File: src/source/isa_pkg.sv
// MIPS32 instruction encodings, imported by decode and by the testbench encoder and model
package isa_pkg;

    localparam int OPCODE_W = 6;
    localparam int FUNCT_W  = 6;
    localparam int IMM_W    = 16;

    typedef logic [31:0]         inst_t;
    typedef logic [OPCODE_W-1:0] opcode_t;
    typedef logic [FUNCT_W-1:0]  funct_t;

    // primary opcodes, bits 31:26
    localparam opcode_t OP_SPECIAL = 6'b000000;
    localparam opcode_t OP_ANDI    = 6'b001100;
    localparam opcode_t OP_ORI     = 6'b001101;
    localparam opcode_t OP_XORI    = 6'b001110;
    localparam opcode_t OP_LUI     = 6'b001111;

    // SPECIAL function field, bits 5:0
    localparam funct_t FN_MFHI  = 6'b010000;
    localparam funct_t FN_MTHI  = 6'b010001;
    localparam funct_t FN_MFLO  = 6'b010010;
    localparam funct_t FN_MTLO  = 6'b010011;
    localparam funct_t FN_MULTU = 6'b011001;
    localparam funct_t FN_ADDU  = 6'b100001;
    localparam funct_t FN_SUBU  = 6'b100011;
    localparam funct_t FN_AND   = 6'b100100;
    localparam funct_t FN_OR    = 6'b100101;
    localparam funct_t FN_XOR   = 6'b100110;

endpackage

File: src/source/pipe_pkg.sv
// datapath types shared by the pipeline stages of the core
package pipe_pkg;

    typedef logic [31:0] word_t;     // register value
    typedef logic [4:0]  reg_addr_t; // register number
    typedef logic [31:0] pc_t;       // byte address

    // operation passed from decode to execute
    typedef enum logic [3:0] {
        ALU_NOP,
        ALU_OR,
        ALU_AND,
        ALU_XOR,
        ALU_ADD,
        ALU_SUB,
        ALU_LUI,
        ALU_MULTU,
        ALU_MFHI,
        ALU_MFLO,
        ALU_MTHI,
        ALU_MTLO
    } alu_op_e;

endpackage

File: src/source/pipe_if.sv
// stage-to-stage buses, decode to execute and execute to the result registers
interface exe_bus_if;
    import pipe_pkg::*;

    alu_op_e   aluop;
    word_t     src_a;
    word_t     src_b;  // already holds the extended immediate
    reg_addr_t waddr;
    logic      wreg;

    modport src (output aluop, src_a, src_b, waddr, wreg);
    modport dst (input aluop, src_a, src_b, waddr, wreg);
endinterface

interface result_if;
    import pipe_pkg::*;

    reg_addr_t waddr;
    logic      wreg;
    word_t     wdata;
    logic      hi_we;
    logic      lo_we;
    word_t     hi;
    word_t     lo;

    modport src (output waddr, wreg, wdata, hi_we, lo_we, hi, lo);
    modport dst (input waddr, wreg, wdata, hi_we, lo_we, hi, lo);
endinterface

File: src/source/ex.sv
// execute stage, logic and add/sub ALU, unsigned multiply and HI/LO moves
module ex (
    exe_bus_if.dst              bus,
    result_if.src               res,
    input  pipe_pkg::word_t     hi_i,  // forwarded current HI
    input  pipe_pkg::word_t     lo_i,
    output logic                fwd_wreg_o,
    output pipe_pkg::reg_addr_t fwd_waddr_o,
    output pipe_pkg::word_t     fwd_wdata_o
);
    import pipe_pkg::*;

    logic [63:0] prod;
    word_t       result;

    assign prod = {32'b0, bus.src_a} * {32'b0, bus.src_b};

    always_comb begin
        result    = '0;
        res.hi_we = 1'b0;
        res.lo_we = 1'b0;
        res.hi    = prod[63:32];
        res.lo    = prod[31:0];
        case (bus.aluop)
            ALU_OR:   result = bus.src_a | bus.src_b;
            ALU_AND:  result = bus.src_a & bus.src_b;
            ALU_XOR:  result = bus.src_a ^ bus.src_b;
            ALU_ADD:  result = bus.src_a + bus.src_b;
            ALU_SUB:  result = bus.src_a - bus.src_b;  // wraps, no overflow trap
            ALU_LUI:  result = bus.src_b;
            ALU_MFHI: result = hi_i;
            ALU_MFLO: result = lo_i;
            ALU_MULTU: begin
                res.hi_we = 1'b1;
                res.lo_we = 1'b1;
            end
            ALU_MTHI: begin
                res.hi_we = 1'b1;
                res.hi    = bus.src_a;
            end
            ALU_MTLO: begin
                res.lo_we = 1'b1;
                res.lo    = bus.src_a;
            end
            default: result = '0;
        endcase
    end

    assign res.waddr = bus.waddr;
    assign res.wreg  = bus.wreg;
    assign res.wdata = result;

    // bypass toward decode
    assign fwd_wreg_o  = bus.wreg;
    assign fwd_waddr_o = bus.waddr;
    assign fwd_wdata_o = result;

endmodule

File: src/source/ex_mem_wb.sv
// EX/MEM and MEM/WB registers, the MEM stage passes results straight through
module ex_mem_wb (
    input  logic                clk,
    input  logic                rst_i,
    result_if.dst               res,
    output logic                mem_wreg_o,
    output pipe_pkg::reg_addr_t mem_waddr_o,
    output pipe_pkg::word_t     mem_wdata_o,
    output logic                wb_wreg_o,
    output pipe_pkg::reg_addr_t wb_waddr_o,
    output pipe_pkg::word_t     wb_wdata_o,
    output logic                mem_hi_we_o,
    output logic                mem_lo_we_o,
    output pipe_pkg::word_t     mem_hi_o,
    output pipe_pkg::word_t     mem_lo_o,
    output logic                wb_hi_we_o,
    output logic                wb_lo_we_o,
    output pipe_pkg::word_t     wb_hi_o,
    output pipe_pkg::word_t     wb_lo_o
);

    // write enables
    always_ff @(posedge clk) begin
        if (rst_i) begin
            mem_wreg_o  <= 1'b0;
            mem_hi_we_o <= 1'b0;
            mem_lo_we_o <= 1'b0;
            wb_wreg_o   <= 1'b0;
            wb_hi_we_o  <= 1'b0;
            wb_lo_we_o  <= 1'b0;
        end else begin
            mem_wreg_o  <= res.wreg;
            mem_hi_we_o <= res.hi_we;
            mem_lo_we_o <= res.lo_we;
            wb_wreg_o   <= mem_wreg_o;
            wb_hi_we_o  <= mem_hi_we_o;
            wb_lo_we_o  <= mem_lo_we_o;
        end
    end

    always_ff @(posedge clk) begin
        mem_waddr_o <= res.waddr;
        mem_wdata_o <= res.wdata;
        mem_hi_o    <= res.hi;
        mem_lo_o    <= res.lo;
        wb_waddr_o  <= mem_waddr_o;  // data memory would sit here
        wb_wdata_o  <= mem_wdata_o;
        wb_hi_o     <= mem_hi_o;
        wb_lo_o     <= mem_lo_o;
    end

endmodule

File: src/source/fetch_stage.sv
// program counter and IF/ID register, drives the instruction ROM enable and address
module fetch_stage #(
    parameter pipe_pkg::pc_t RESET_PC = 32'h0000_0000
) (
    input  logic           clk,
    input  logic           rst_i,
    input  isa_pkg::inst_t rom_data_i,
    output logic           rom_ce_o,
    output pipe_pkg::pc_t  rom_addr_o,
    output isa_pkg::inst_t id_inst_o
);

    always_ff @(posedge clk) begin
        if (rst_i) begin
            rom_ce_o   <= 1'b0;
            rom_addr_o <= RESET_PC;
            id_inst_o  <= '0;  // all zero word decodes as nop
        end else begin
            rom_ce_o <= 1'b1;
            // first enabled cycle presents RESET_PC itself
            if (rom_ce_o) begin
                rom_addr_o <= rom_addr_o + 32'd4;
            end
            id_inst_o <= rom_ce_o ? rom_data_i : '0;
        end
    end

endmodule

File: src/source/hilo.sv
// HI and LO registers, written at WB and forwarded from MEM and WB to execute
module hilo (
    input  logic            clk,
    input  logic            rst_i,
    input  logic            mem_hi_we_i,
    input  logic            mem_lo_we_i,
    input  pipe_pkg::word_t mem_hi_i,
    input  pipe_pkg::word_t mem_lo_i,
    input  logic            wb_hi_we_i,
    input  logic            wb_lo_we_i,
    input  pipe_pkg::word_t wb_hi_i,
    input  pipe_pkg::word_t wb_lo_i,
    output pipe_pkg::word_t hi_o,
    output pipe_pkg::word_t lo_o
);
    import pipe_pkg::*;

    word_t hi_q;
    word_t lo_q;

    // MEM is younger than WB
    function automatic word_t pick(input logic mem_we, input word_t mem_v,
                                   input logic wb_we, input word_t wb_v,
                                   input word_t cur);
        return mem_we ? mem_v : (wb_we ? wb_v : cur);
    endfunction

    always_ff @(posedge clk) begin
        if (rst_i) begin
            hi_q <= '0;
            lo_q <= '0;
        end else begin
            if (wb_hi_we_i) hi_q <= wb_hi_i;
            if (wb_lo_we_i) lo_q <= wb_lo_i;
        end
    end

    assign hi_o = pick(mem_hi_we_i, mem_hi_i, wb_hi_we_i, wb_hi_i, hi_q);
    assign lo_o = pick(mem_lo_we_i, mem_lo_i, wb_lo_we_i, wb_lo_i, lo_q);

endmodule

File: src/source/id.sv
// instruction decode and ID/EX register, reads operands from the register file
module id (
    input  logic                clk,
    input  logic                rst_i,
    input  isa_pkg::inst_t      inst_i,
    output pipe_pkg::reg_addr_t raddr1_o,
    output logic                re1_o,
    output pipe_pkg::reg_addr_t raddr2_o,
    output logic                re2_o,
    input  pipe_pkg::word_t     rdata1_i,
    input  pipe_pkg::word_t     rdata2_i,
    exe_bus_if.src              bus
);
    import isa_pkg::*;
    import pipe_pkg::*;

    opcode_t          opcode;
    funct_t           funct;
    reg_addr_t        rs;
    reg_addr_t        rt;
    reg_addr_t        rd;
    logic [IMM_W-1:0] imm;
    alu_op_e          aluop;
    reg_addr_t        waddr;
    logic             wreg;
    logic             use_imm;
    word_t            imm_ext;

    assign opcode   = inst_i[31:26];
    assign rs       = inst_i[25:21];
    assign rt       = inst_i[20:16];
    assign rd       = inst_i[15:11];
    assign funct    = inst_i[5:0];
    assign imm      = inst_i[IMM_W-1:0];
    assign raddr1_o = rs;
    assign raddr2_o = rt;

    always_comb begin
        aluop   = ALU_NOP;  // unknown encodings fall through as nop
        re1_o   = 1'b0;
        re2_o   = 1'b0;
        waddr   = rd;
        wreg    = 1'b0;
        use_imm = 1'b0;
        imm_ext = {{(32 - IMM_W){1'b0}}, imm};  // zero extend for logic ops
        case (opcode)
            OP_ORI, OP_ANDI, OP_XORI: begin
                aluop   = (opcode == OP_ORI)  ? ALU_OR :
                          (opcode == OP_ANDI) ? ALU_AND : ALU_XOR;
                re1_o   = 1'b1;
                waddr   = rt;
                wreg    = 1'b1;
                use_imm = 1'b1;
            end
            OP_LUI: begin
                aluop   = ALU_LUI;
                waddr   = rt;
                wreg    = 1'b1;
                use_imm = 1'b1;
                imm_ext = {imm, {(32 - IMM_W){1'b0}}};
            end
            OP_SPECIAL: begin
                case (funct)
                    FN_ADDU:  aluop = ALU_ADD;
                    FN_SUBU:  aluop = ALU_SUB;
                    FN_AND:   aluop = ALU_AND;
                    FN_OR:    aluop = ALU_OR;
                    FN_XOR:   aluop = ALU_XOR;
                    FN_MULTU: aluop = ALU_MULTU;
                    FN_MFHI:  aluop = ALU_MFHI;
                    FN_MFLO:  aluop = ALU_MFLO;
                    FN_MTHI:  aluop = ALU_MTHI;
                    FN_MTLO:  aluop = ALU_MTLO;
                    default:  aluop = ALU_NOP;
                endcase
                re1_o = aluop inside {ALU_ADD, ALU_SUB, ALU_AND, ALU_OR, ALU_XOR,
                                      ALU_MULTU, ALU_MTHI, ALU_MTLO};
                re2_o = aluop inside {ALU_ADD, ALU_SUB, ALU_AND, ALU_OR, ALU_XOR, ALU_MULTU};
                wreg  = aluop inside {ALU_ADD, ALU_SUB, ALU_AND, ALU_OR, ALU_XOR,
                                      ALU_MFHI, ALU_MFLO};
            end
            default: ;
        endcase
    end

    // ID/EX register
    always_ff @(posedge clk) begin
        if (rst_i) begin
            bus.aluop <= ALU_NOP;
            bus.wreg  <= 1'b0;
        end else begin
            bus.aluop <= aluop;
            bus.wreg  <= wreg && (waddr != '0);  // r0 writes are dropped here
        end
    end

    always_ff @(posedge clk) begin
        bus.src_a <= rdata1_i;
        bus.src_b <= use_imm ? imm_ext : rdata2_i;
        bus.waddr <= waddr;
    end

endmodule

File: src/source/openmips.sv
// top level of the five-stage core, connect an instruction ROM and watch the write-back ports
module openmips #(
    parameter pipe_pkg::pc_t RESET_PC = 32'h0000_0000
) (
    input  logic                clk,
    input  logic                rst_i,
    input  isa_pkg::inst_t      rom_data_i,  // valid in the same cycle as rom_addr_o
    output logic                rom_ce_o,
    output pipe_pkg::pc_t       rom_addr_o,
    output logic                wb_we_o,
    output pipe_pkg::reg_addr_t wb_waddr_o,
    output pipe_pkg::word_t     wb_wdata_o
);
    import isa_pkg::*;
    import pipe_pkg::*;

    inst_t     id_inst;
    reg_addr_t raddr1;
    reg_addr_t raddr2;
    logic      re1;
    logic      re2;
    word_t     rdata1;
    word_t     rdata2;

    // forwarding from the EX and MEM stages
    logic      ex_wreg;
    reg_addr_t ex_waddr;
    word_t     ex_wdata;
    logic      mem_wreg;
    reg_addr_t mem_waddr;
    word_t     mem_wdata;

    logic      mem_hi_we;
    logic      mem_lo_we;
    word_t     mem_hi;
    word_t     mem_lo;
    logic      wb_hi_we;
    logic      wb_lo_we;
    word_t     wb_hi;
    word_t     wb_lo;
    word_t     cur_hi;
    word_t     cur_lo;

    exe_bus_if exe_bus ();
    result_if  ex_res ();

    fetch_stage #(.RESET_PC(RESET_PC)) fetch_0 (
        .clk(clk), .rst_i(rst_i),
        .rom_data_i(rom_data_i), .rom_ce_o(rom_ce_o), .rom_addr_o(rom_addr_o),
        .id_inst_o(id_inst)
    );

    id id_0 (
        .clk(clk), .rst_i(rst_i), .inst_i(id_inst),
        .raddr1_o(raddr1), .re1_o(re1), .raddr2_o(raddr2), .re2_o(re2),
        .rdata1_i(rdata1), .rdata2_i(rdata2),
        .bus(exe_bus)
    );

    regfile regfile_0 (
        .clk(clk), .rst_i(rst_i),
        .raddr1_i(raddr1), .re1_i(re1), .raddr2_i(raddr2), .re2_i(re2),
        .rdata1_o(rdata1), .rdata2_o(rdata2),
        .ex_wreg_i(ex_wreg), .ex_waddr_i(ex_waddr), .ex_wdata_i(ex_wdata),
        .mem_wreg_i(mem_wreg), .mem_waddr_i(mem_waddr), .mem_wdata_i(mem_wdata),
        .wb_wreg_i(wb_we_o), .wb_waddr_i(wb_waddr_o), .wb_wdata_i(wb_wdata_o)
    );

    ex ex_0 (
        .bus(exe_bus), .res(ex_res),
        .hi_i(cur_hi), .lo_i(cur_lo),
        .fwd_wreg_o(ex_wreg), .fwd_waddr_o(ex_waddr), .fwd_wdata_o(ex_wdata)
    );

    ex_mem_wb ex_mem_wb_0 (
        .clk(clk), .rst_i(rst_i), .res(ex_res),
        .mem_wreg_o(mem_wreg), .mem_waddr_o(mem_waddr), .mem_wdata_o(mem_wdata),
        .wb_wreg_o(wb_we_o), .wb_waddr_o(wb_waddr_o), .wb_wdata_o(wb_wdata_o),
        .mem_hi_we_o(mem_hi_we), .mem_lo_we_o(mem_lo_we), .mem_hi_o(mem_hi), .mem_lo_o(mem_lo),
        .wb_hi_we_o(wb_hi_we), .wb_lo_we_o(wb_lo_we), .wb_hi_o(wb_hi), .wb_lo_o(wb_lo)
    );

    hilo hilo_0 (
        .clk(clk), .rst_i(rst_i),
        .mem_hi_we_i(mem_hi_we), .mem_lo_we_i(mem_lo_we), .mem_hi_i(mem_hi), .mem_lo_i(mem_lo),
        .wb_hi_we_i(wb_hi_we), .wb_lo_we_i(wb_lo_we), .wb_hi_i(wb_hi), .wb_lo_i(wb_lo),
        .hi_o(cur_hi), .lo_o(cur_lo)
    );

endmodule

File: src/source/regfile.sv
// 32 x 32 general register file, two read ports with bypass from EX, MEM and WB
module regfile (
    input  logic                clk,
    input  logic                rst_i,
    input  pipe_pkg::reg_addr_t raddr1_i,
    input  logic                re1_i,
    input  pipe_pkg::reg_addr_t raddr2_i,
    input  logic                re2_i,
    output pipe_pkg::word_t     rdata1_o,
    output pipe_pkg::word_t     rdata2_o,
    input  logic                ex_wreg_i,
    input  pipe_pkg::reg_addr_t ex_waddr_i,
    input  pipe_pkg::word_t     ex_wdata_i,
    input  logic                mem_wreg_i,
    input  pipe_pkg::reg_addr_t mem_waddr_i,
    input  pipe_pkg::word_t     mem_wdata_i,
    input  logic                wb_wreg_i,
    input  pipe_pkg::reg_addr_t wb_waddr_i,
    input  pipe_pkg::word_t     wb_wdata_i
);
    import pipe_pkg::*;

    word_t regs [32];

    // youngest pending write wins
    function automatic word_t read_port(input reg_addr_t addr, input logic re);
        word_t val;
        if (!re || addr == '0) begin
            val = '0;
        end else if (ex_wreg_i && ex_waddr_i == addr) begin
            val = ex_wdata_i;
        end else if (mem_wreg_i && mem_waddr_i == addr) begin
            val = mem_wdata_i;
        end else if (wb_wreg_i && wb_waddr_i == addr) begin
            val = wb_wdata_i;  // write-through
        end else begin
            val = regs[addr];
        end
        return val;
    endfunction

    always_ff @(posedge clk) begin
        if (!rst_i && wb_wreg_i && wb_waddr_i != '0) begin
            regs[wb_waddr_i] <= wb_wdata_i;
        end
    end

    always_comb begin
        rdata1_o = read_port(raddr1_i, re1_i);
        rdata2_o = read_port(raddr2_i, re2_i);
    end

endmodule

File: config.mk
export PLATFORM = sky130hd
export DESIGN_NAME = openmips
export DESIGN_NICKNAME = d
export VERILOG_FILES = /design/src/source/isa_pkg.sv /design/src/source/pipe_pkg.sv /design/src/source/pipe_if.sv /design/src/source/ex.sv /design/src/source/ex_mem_wb.sv /design/src/source/fetch_stage.sv /design/src/source/hilo.sv /design/src/source/id.sv /design/src/source/openmips.sv /design/src/source/regfile.sv
export SDC_FILE = /design/constraint.sdc
export NUM_CORES = 2
export LEC_CHECK = 0
export BUFFER_PORTS_ARGS = -buffer_cell sky130_fd_sc_hd__buf_2
export CAP_MARGIN = 20
export CORE_MARGIN = 5
export CORE_UTILIZATION = 55
export CTS_BUF_LIST = sky130_fd_sc_hd__clkbuf_8
export DETAILED_ROUTE_END_ITERATION = 16
export PLACE_DENSITY_LB_ADDON = 0.3
export SLEW_MARGIN = 40
export SYNTH_ARGS = -nofsm -noshare
export SYNTH_HDL_FRONTEND = slang
export SYNTH_SLANG_ARGS = --single-unit
File: constraint.sdc
create_clock -name clk -period 11.64 [get_ports clk]
set_input_delay 0.582 -clock clk [delete_from_list [all_inputs] [get_ports clk]]
set_output_delay 0.582 -clock clk [all_outputs]
set_load 0.005 [all_outputs]
# ---- Yosys cells after proc, flatten, opt, wreduce, memory -nomap -nowiden
# Memories as Yosys holds them, arrays and structs flattened. A register that Yosys moved wholly into a read port is not among the register bits.
# Index checks and enable logic that the tools add are counted.
dict set report op_classes {
  addsub 3
  magnitude_cmp 0
  n_bitwise 4
  div 0
  n_reduce_logical 27
  muxes 33
  n_eq_ne 41
  shift 0
  n_mul 1
}
# cell count
set op_table {}
lappend op_table {{2-to-1 mux 32 bit} 15}
lappend op_table {{case mux 32 bit (8 select lines)} 1}
lappend op_table {{multiplier 32 x 32 -> 64 bit} 1}
lappend op_table {{case mux 4 bit (10 select lines)} 1}
lappend op_table {{adder 32 x 3 -> 32 bit, second input constant} 1}
lappend op_table {{adder 32 bit} 1}
lappend op_table {{AND 32 bit} 1}
lappend op_table {{== test 4 bit, second input constant} 8}
lappend op_table {{bitwise OR 32 bit} 1}
lappend op_table {{subtractor 32 bit} 1}
lappend op_table {{bitwise XOR 32 bit} 1}
lappend op_table {{== test 5 bit} 6}
lappend op_table {{== test 6 x 5 -> 1 bit, second input constant} 5}
lappend op_table {{== test 6 bit, second input constant} 5}
lappend op_table {{== test 4 x 3 -> 1 bit, second input constant} 7}
lappend op_table {{== test 6 x 4 -> 1 bit, second input constant} 4}
lappend op_table {{== test 4 x 2 -> 1 bit, second input constant} 4}
lappend op_table {{2-to-1 mux 5 bit} 3}
lappend op_table {{case mux 4 bit (3 select lines)} 1}
lappend op_table {{zero test 5 bit} 2}
lappend op_table {{nonzero test 5 bit} 2}
lappend op_table {{logical AND 1 bit} 9}
lappend op_table {{== test 4 x 1 -> 1 bit, second input constant} 2}
lappend op_table {{2-to-1 mux 1 bit} 8}
lappend op_table {{other kinds (12)} 19}
dict set report word_totals {
  regBits 411
  latch_bits 0
  mem_count 1
  mem_bits_ro 0
  input_bits 34
  mem_bits_rw 1024
  wordCells 134
}
# memory depth width rd rd_clocked_by_memory_dff write_ports line_no
set mem_list {}
lappend mem_list {regfile_0.regs 32 32 2 2 1 regfile.sv:23} ;# word_t regs [32];

# ---- Depth between registers and ports, before layout
dict set report depth {
  ltp_word 10
  mapped_depth 32
  mapped_depth_nobuf 29
}

# ---- By module
# From an unflattened synthesis, not the netlist that was laid out.
dict set report unflattened {
  hier_cells 8210
  area_unflattened_um2 99512.9
}
# mod instances cells_per_inst area_per_inst_um2
set by_module_without_submodules {}
lappend by_module_without_submodules {regfile 1 2777 50029.2}
lappend by_module_without_submodules {ex 1 4512 37114.3}
lappend by_module_without_submodules {ex_mem_wb 1 214 4201.5}
lappend by_module_without_submodules {hilo 1 279 3554.7}
lappend by_module_without_submodules {fetch_stage 1 235 2353.5}
lappend by_module_without_submodules {id 1 193 2259.7}

# ---- Least setup slack after synthesis
# Ideal clock, no wire load.
dict set report synth_timing {
  kind {register -> register}
  start {reg id_0.bus.src_b[7]}
  end {reg ex_mem_wb_0.mem_hi_o[28]}
  required_time_ps 11508
  path_buffers 3
  synth_period_minus_slack_ps 7705
  slack_ps 3935
  t_arrival_ps 7573
  stages_incl_launch_ff 30
  path_cell_list {dfxtp_1 -> buf_1 -> clkinv_1 -> clkbuf_1 -> nor2_1 -> fa_1 -> fa_1 -> fa_1 -> inv_1 -> fa_1 -> inv_1 -> fa_1 -> inv_1 -> fa_1 -> inv_1 -> fa_1 -> inv_1 -> fa_1 -> inv_1 -> ha_1 -> buf_2 -> and3_1 -> a221o_1 -> a21oi_1 -> a2111oi_4 -> o211ai_1 -> nand4b_2 -> a211oi_1 -> xor2_1 -> a21oi_1}
}
dict set report synth_via {
  elab_chain_cells 2
}
# item line_no
set synth_lines {}
lappend synth_lines {{start, declared} pipe_if.sv:11} ;# modport src (output aluop, src_a, src_b, waddr, wreg);
lappend synth_lines {{start signal, assigned} id.sv:99} ;# bus.src_b <= use_imm ? imm_ext : rdata2_i;
lappend synth_lines {{multiplier 32 x 32 -> 64 bit} ex.sv:16} ;# assign prod = {32'b0, bus.src_a} * {32'b0, bus.src_b};
lappend synth_lines {{2-to-1 mux 32 bit} ex.sv:24} ;# case (bus.aluop)
lappend synth_lines {{via ex_0.res.hi[28]} pipe_if.sv:26} ;# modport src (output waddr, wreg, wdata, hi_we, lo_we, hi, lo);
lappend synth_lines {{end signal, assigned} ex_mem_wb.sv:44} ;# mem_hi_o <= res.hi;
lappend synth_lines {{end, declared} ex_mem_wb.sv:14} ;# output pipe_pkg::word_t mem_hi_o,
# The timed path passes the listed nets, and every way through them passes these cells.
# A chain may end at the register's enable or synchronous reset.

# ---- Worst setup path after layout
dict set report layout_timing {
  start {reg id_0.bus.src_b[10]}
  end {reg ex_mem_wb_0.mem_hi_o[31]}
}
# Same word-level chain as after synthesis.

==> run metrics <==
routability congestion estimate from global placement approximately 1.1; number of design-rule violations left by the first detailed-router iteration 8,693; clock-pin slew on the worst setup and hold paths 0.07 ns; count of hold-fix buffers inserted at cts 33; area of the die ~0.19 mm2; crit path max-delay cell type sky130_fd_sc_hd__clkinv_1; EDFF count, synth roughly 1.0k; area added between synthesis and finish 8.82%; post-route clock period utilization around four fifths; Final HPWL DP about 210 mm; number of global-route vias before repair approximately 70k; critical hold path startpoint ex_mem_wb_0.mem_hi_o[13]; worst slew margin relative to its limit 34.3%; proportion of layout cells with a drive suffix above 1 ~16%; Switching Share about a quarter; number of setup buffers added after CTS 0; proportion of synthesized chip area in sequential cells approximately 40%; most frequent cell on the critical path sky130_fd_sc_hd__fa_1; initial antenna violation count 7; DRT Wirelength 322 mm; share of synthesized registers carrying an async set or reset 0%; worst reg-to-reg path cell count 24; GR Util All Layers 34.7%; proportion of power drawn by combinational gates under 10%; number of failing hold endpoints at the final stage 0; number of buffers between clock root and the deepest sink 3; number of flip-flops in the largest register 1,024; post-synthesis instance total 8,071; routed len/inst around 30 um; endpoint of the worst hold path ex_mem_wb_0.wb_hi_o[13]; number of warnings printed during yosys synthesis 0; Worst Skew ~0.073 ns; cell area after synthesis around 0.1 mm2; number of flip-flops and latches in the synthesized netlist approximately 1.4k; Psw about 0.0025 W; most common flop cell mapped by yosys sky130_fd_sc_hd__edfxtp_1; path category of the worst min-delay check register to register; clock power share approximately two fifths; Setup crit start kind register; library cell used as clock root buffer sky130_fd_sc_hd__clkbuf_8; clock latency reported for the late side of the worst-skew pair 0.97 ns; worst supply voltage drop on vdd 0.156 mV; CTS tree built; power density over the cells about 98 mW/mm2; total buffers and inverters traversed by the critical path 4; data arrival time of the critical path roughly 10 ns; category of the most critical setup path register to register; setup slack, reg-to-reg about 2.2 ns; area of the core between 0.15 and 0.2 mm2; first-pass iteration count of the detailed router 6; cell class contributing the biggest share of worst-path delay adder cells; total grt overflow 0; Vias just under 70k; final setup TNS 0 ns; Critical Path Sink Type register; maximum net fanout on the critical path 22; Via-to-Cell Ratio ~6.5; starting density of the core between 50 and 60%; setup violators final 0; fin util 60.3%; pin count of the biggest net entering global routing slightly below 100; unrepaired setup endpoints after global routing no; Setup WS post-layout ~2.2 ns; clock sinks between 1k and 1.5k; register with the most flip-flops regfile_0.regs; cells along the critical path buf_4 > clkinv_1 > nor2_1 > fa_1 > fa_1 > inv_1 > fa_1 > fa_1 > inv_1 > fa_1 > fa_1 > fa_1 > fa_1 > ha_1 > a21oi_1 > o211ai_1 > a2111oi_0 > o21ai_0 > o21ai_1 > o21ai_1 > a31oi_1 > a21oi_1 > xnor2_1 > o21ai_1; leakage power of the design 42.7 nW; worst slack at placement between 2 and 2.5 ns; Critical R2R Capture ex_mem_wb_0.mem_hi_o[31]; IO Port Bufs 102; die outline height 432 um; Post-layout nets 9,458; footprint of the multi-input gates 0.0534 mm2; result of the run completed; die width 432 um; storage element area about 0.039 mm2; residual antenna-violating net count after detailed routing 0; internal portion of total power roughly 0.008 W; number of buffers created by CTS between 200 and 250; average footprint of a synthesized cell ~12 um2; Site Rows around 150; worst hold path cell count 0; Residual DRC 0; first-pass GRT wire length between 400 and 500 mm; H-tree levels 4; post-layout minimum cycle time ~9.4 ns; number of cells in the design after placement a little over 10k; MaxCap Viol Count 0; count of cell types in the netlist between 100 and 150; stage delay of the slowest cell on the critical path about 0.70 ns; fmax 106 MHz; number of cells in the finished layout apart from fillers 10.7k; top-level port count between 100 and 150; reg-to-reg critical path startpoint id_0.bus.src_b[10]; Final Slew Violations 0; Crit path required time 12.42 ns; worst-margin pin slew approximately 1 ns; Seq pwr share 52.0%; count of filler cells inserted in the layout approximately 14k; Post-CTS Resized 0
## power by group through the flow
| stage | clock network (W) | registers, W | logic (W) |
|---|---|---|---|
| floorplan | 0 | 0.00553 | 0.000461 |
| global placement | 0 | 0.00556 | 0.000620 |
| detailed placement | 0 | 0.00556 | 0.000627 |
| CTS | 0.00441 | 0.00545 | 0.000639 |
| global route | 0.00465 | 0.00545 | 0.000690 |
| finish | 0.00437 | 0.00545 | 0.000657 |
## cells in the mapped netlist, types with 22 or more instances
cell | count | area, um2
sky130_fd_sc_hd__a21o_1 | 65 | 488
sky130_fd_sc_hd__o21ai_0 | 183 | 916
sky130_fd_sc_hd__dfxtp_1 | 409 | 8190
sky130_fd_sc_hd__nor2_1 | 952 | 3570
sky130_fd_sc_hd__and2_1 | 42 | 263
sky130_fd_sc_hd__nand2_1 | 684 | 2570
sky130_fd_sc_hd__mux4_2 | 554 | 12500
sky130_fd_sc_hd__mux2i_1 | 232 | 2320
sky130_fd_sc_hd__clkbuf_1 | 364 | 1370
sky130_fd_sc_hd__nand3_1 | 42 | 210
sky130_fd_sc_hd__nand4_1 | 25 | 156
sky130_fd_sc_hd__a31oi_1 | 28 | 175
sky130_fd_sc_hd__buf_2 | 66 | 330
sky130_fd_sc_hd__buf_1 | 75 | 282
sky130_fd_sc_hd__a221oi_1 | 67 | 587
sky130_fd_sc_hd__and3_1 | 27 | 169
sky130_fd_sc_hd__edfxtp_1 | 1024 | 30700
sky130_fd_sc_hd__ha_1 | 360 | 4500
sky130_fd_sc_hd__a211oi_1 | 90 | 676
sky130_fd_sc_hd__a21oi_1 | 325 | 1630
sky130_fd_sc_hd__xnor2_1 | 80 | 701
sky130_fd_sc_hd__xor2_1 | 82 | 718
sky130_fd_sc_hd__nor3_1 | 29 | 145
sky130_fd_sc_hd__nand2b_1 | 22 | 138
sky130_fd_sc_hd__inv_1 | 978 | 3670
sky130_fd_sc_hd__fa_1 | 897 | 18000
sky130_fd_sc_hd__a22oi_1 | 31 | 233
## cell usage in the layout, fill, tap and decap left out, types with 203 or more instances in the layout
cell type / netlist / routed
sky130_fd_sc_hd__nand2_1: 684 / 684
sky130_fd_sc_hd__mux4_2: 554 / 554
sky130_fd_sc_hd__dfxtp_1: 409 / 382
sky130_fd_sc_hd__clkbuf_8: 2 / 248
sky130_fd_sc_hd__fa_1: 897 / 897
sky130_fd_sc_hd__buf_4: 21 / 203
sky130_fd_sc_hd__edfxtp_1: 1024 / 1024
sky130_fd_sc_hd__a21oi_1: 325 / 324
sky130_fd_sc_hd__inv_1: 978 / 1034
sky130_fd_sc_hd__ha_1: 360 / 360
sky130_fd_sc_hd__mux2i_1: 232 / 232
sky130_fd_sc_hd__nor2_1: 952 / 921
## metal layers
| metal | vias up | wire [um] | GRT usage, % |
|---|---|---|---|
| li1 | 28100 | - | - |
| met5 | - | 13 | 0 |
| met1 | 35100 | 112000 | 44.1 |
| met3 | 1142 | 39300 | 8.56 |
| met4 | 2 | 23800 | 21.2 |
| met2 | 4968 | 147000 | 54.1 |
## final cells by class
class / count / area share [%]
multi-input cells: 5133 / 50.2
inverters: 999 / 3.52
diodes: 5 / 0.0117
clock buffers: 248 / 3.20
well taps: 2340 / 2.75
clock inverters: 172 / 1.11
flip-flops and latches: 1433 / 36.6
repair buffers: 374 / 2.64
## cell families after synthesis
logic type,after synthesis,synth area share [%]
other,1,0.00383
multiplexers,789,15.1
buffers and inverters,1538,6.14
XOR/XNOR,163,1.47
adder cells (fa/ha/maj),1257,22.9
AO/OA/AOI/OAI,960,6.33
AND/OR/NAND/NOR,1930,8.20
flip-flops,1433,39.8
## stage by stage
step | area (um2) | hold slack [ns] | power, W
2_1_floorplan | 98000 | 0.331 | 0.00599
3_3_place_gp | 101000 | 0.332 | 0.00618
3_5_place_dp | 102000 | 0.337 | 0.00619
4_1_cts | 106000 | 0.291 | 0.0105
5_1_grt | 107000 | 0.312 | 0.0108
6_report | 107000 | 0.338 | 0.0105
## worst max-delay path by stage
stage                                     endpoint  cells past startpoint               start  slack (ns)
after floorplan           ex_mem_wb_0.mem_hi_o[28]                     29   id_0.bus.src_b[7]        3.93
after global placement    ex_mem_wb_0.mem_hi_o[30]                     26  id_0.bus.src_b[10]        1.41
after detailed placement  ex_mem_wb_0.mem_hi_o[31]                     24  id_0.bus.src_b[10]        2.33
after CTS                 ex_mem_wb_0.mem_hi_o[31]                     24  id_0.bus.src_b[10]        2.23
after global routing      ex_mem_wb_0.mem_hi_o[31]                     24  id_0.bus.src_b[10]        1.99
final                     ex_mem_wb_0.mem_hi_o[31]                     24  id_0.bus.src_b[10]        2.22
Note: power is estimated with default switching activity, not from simulation.
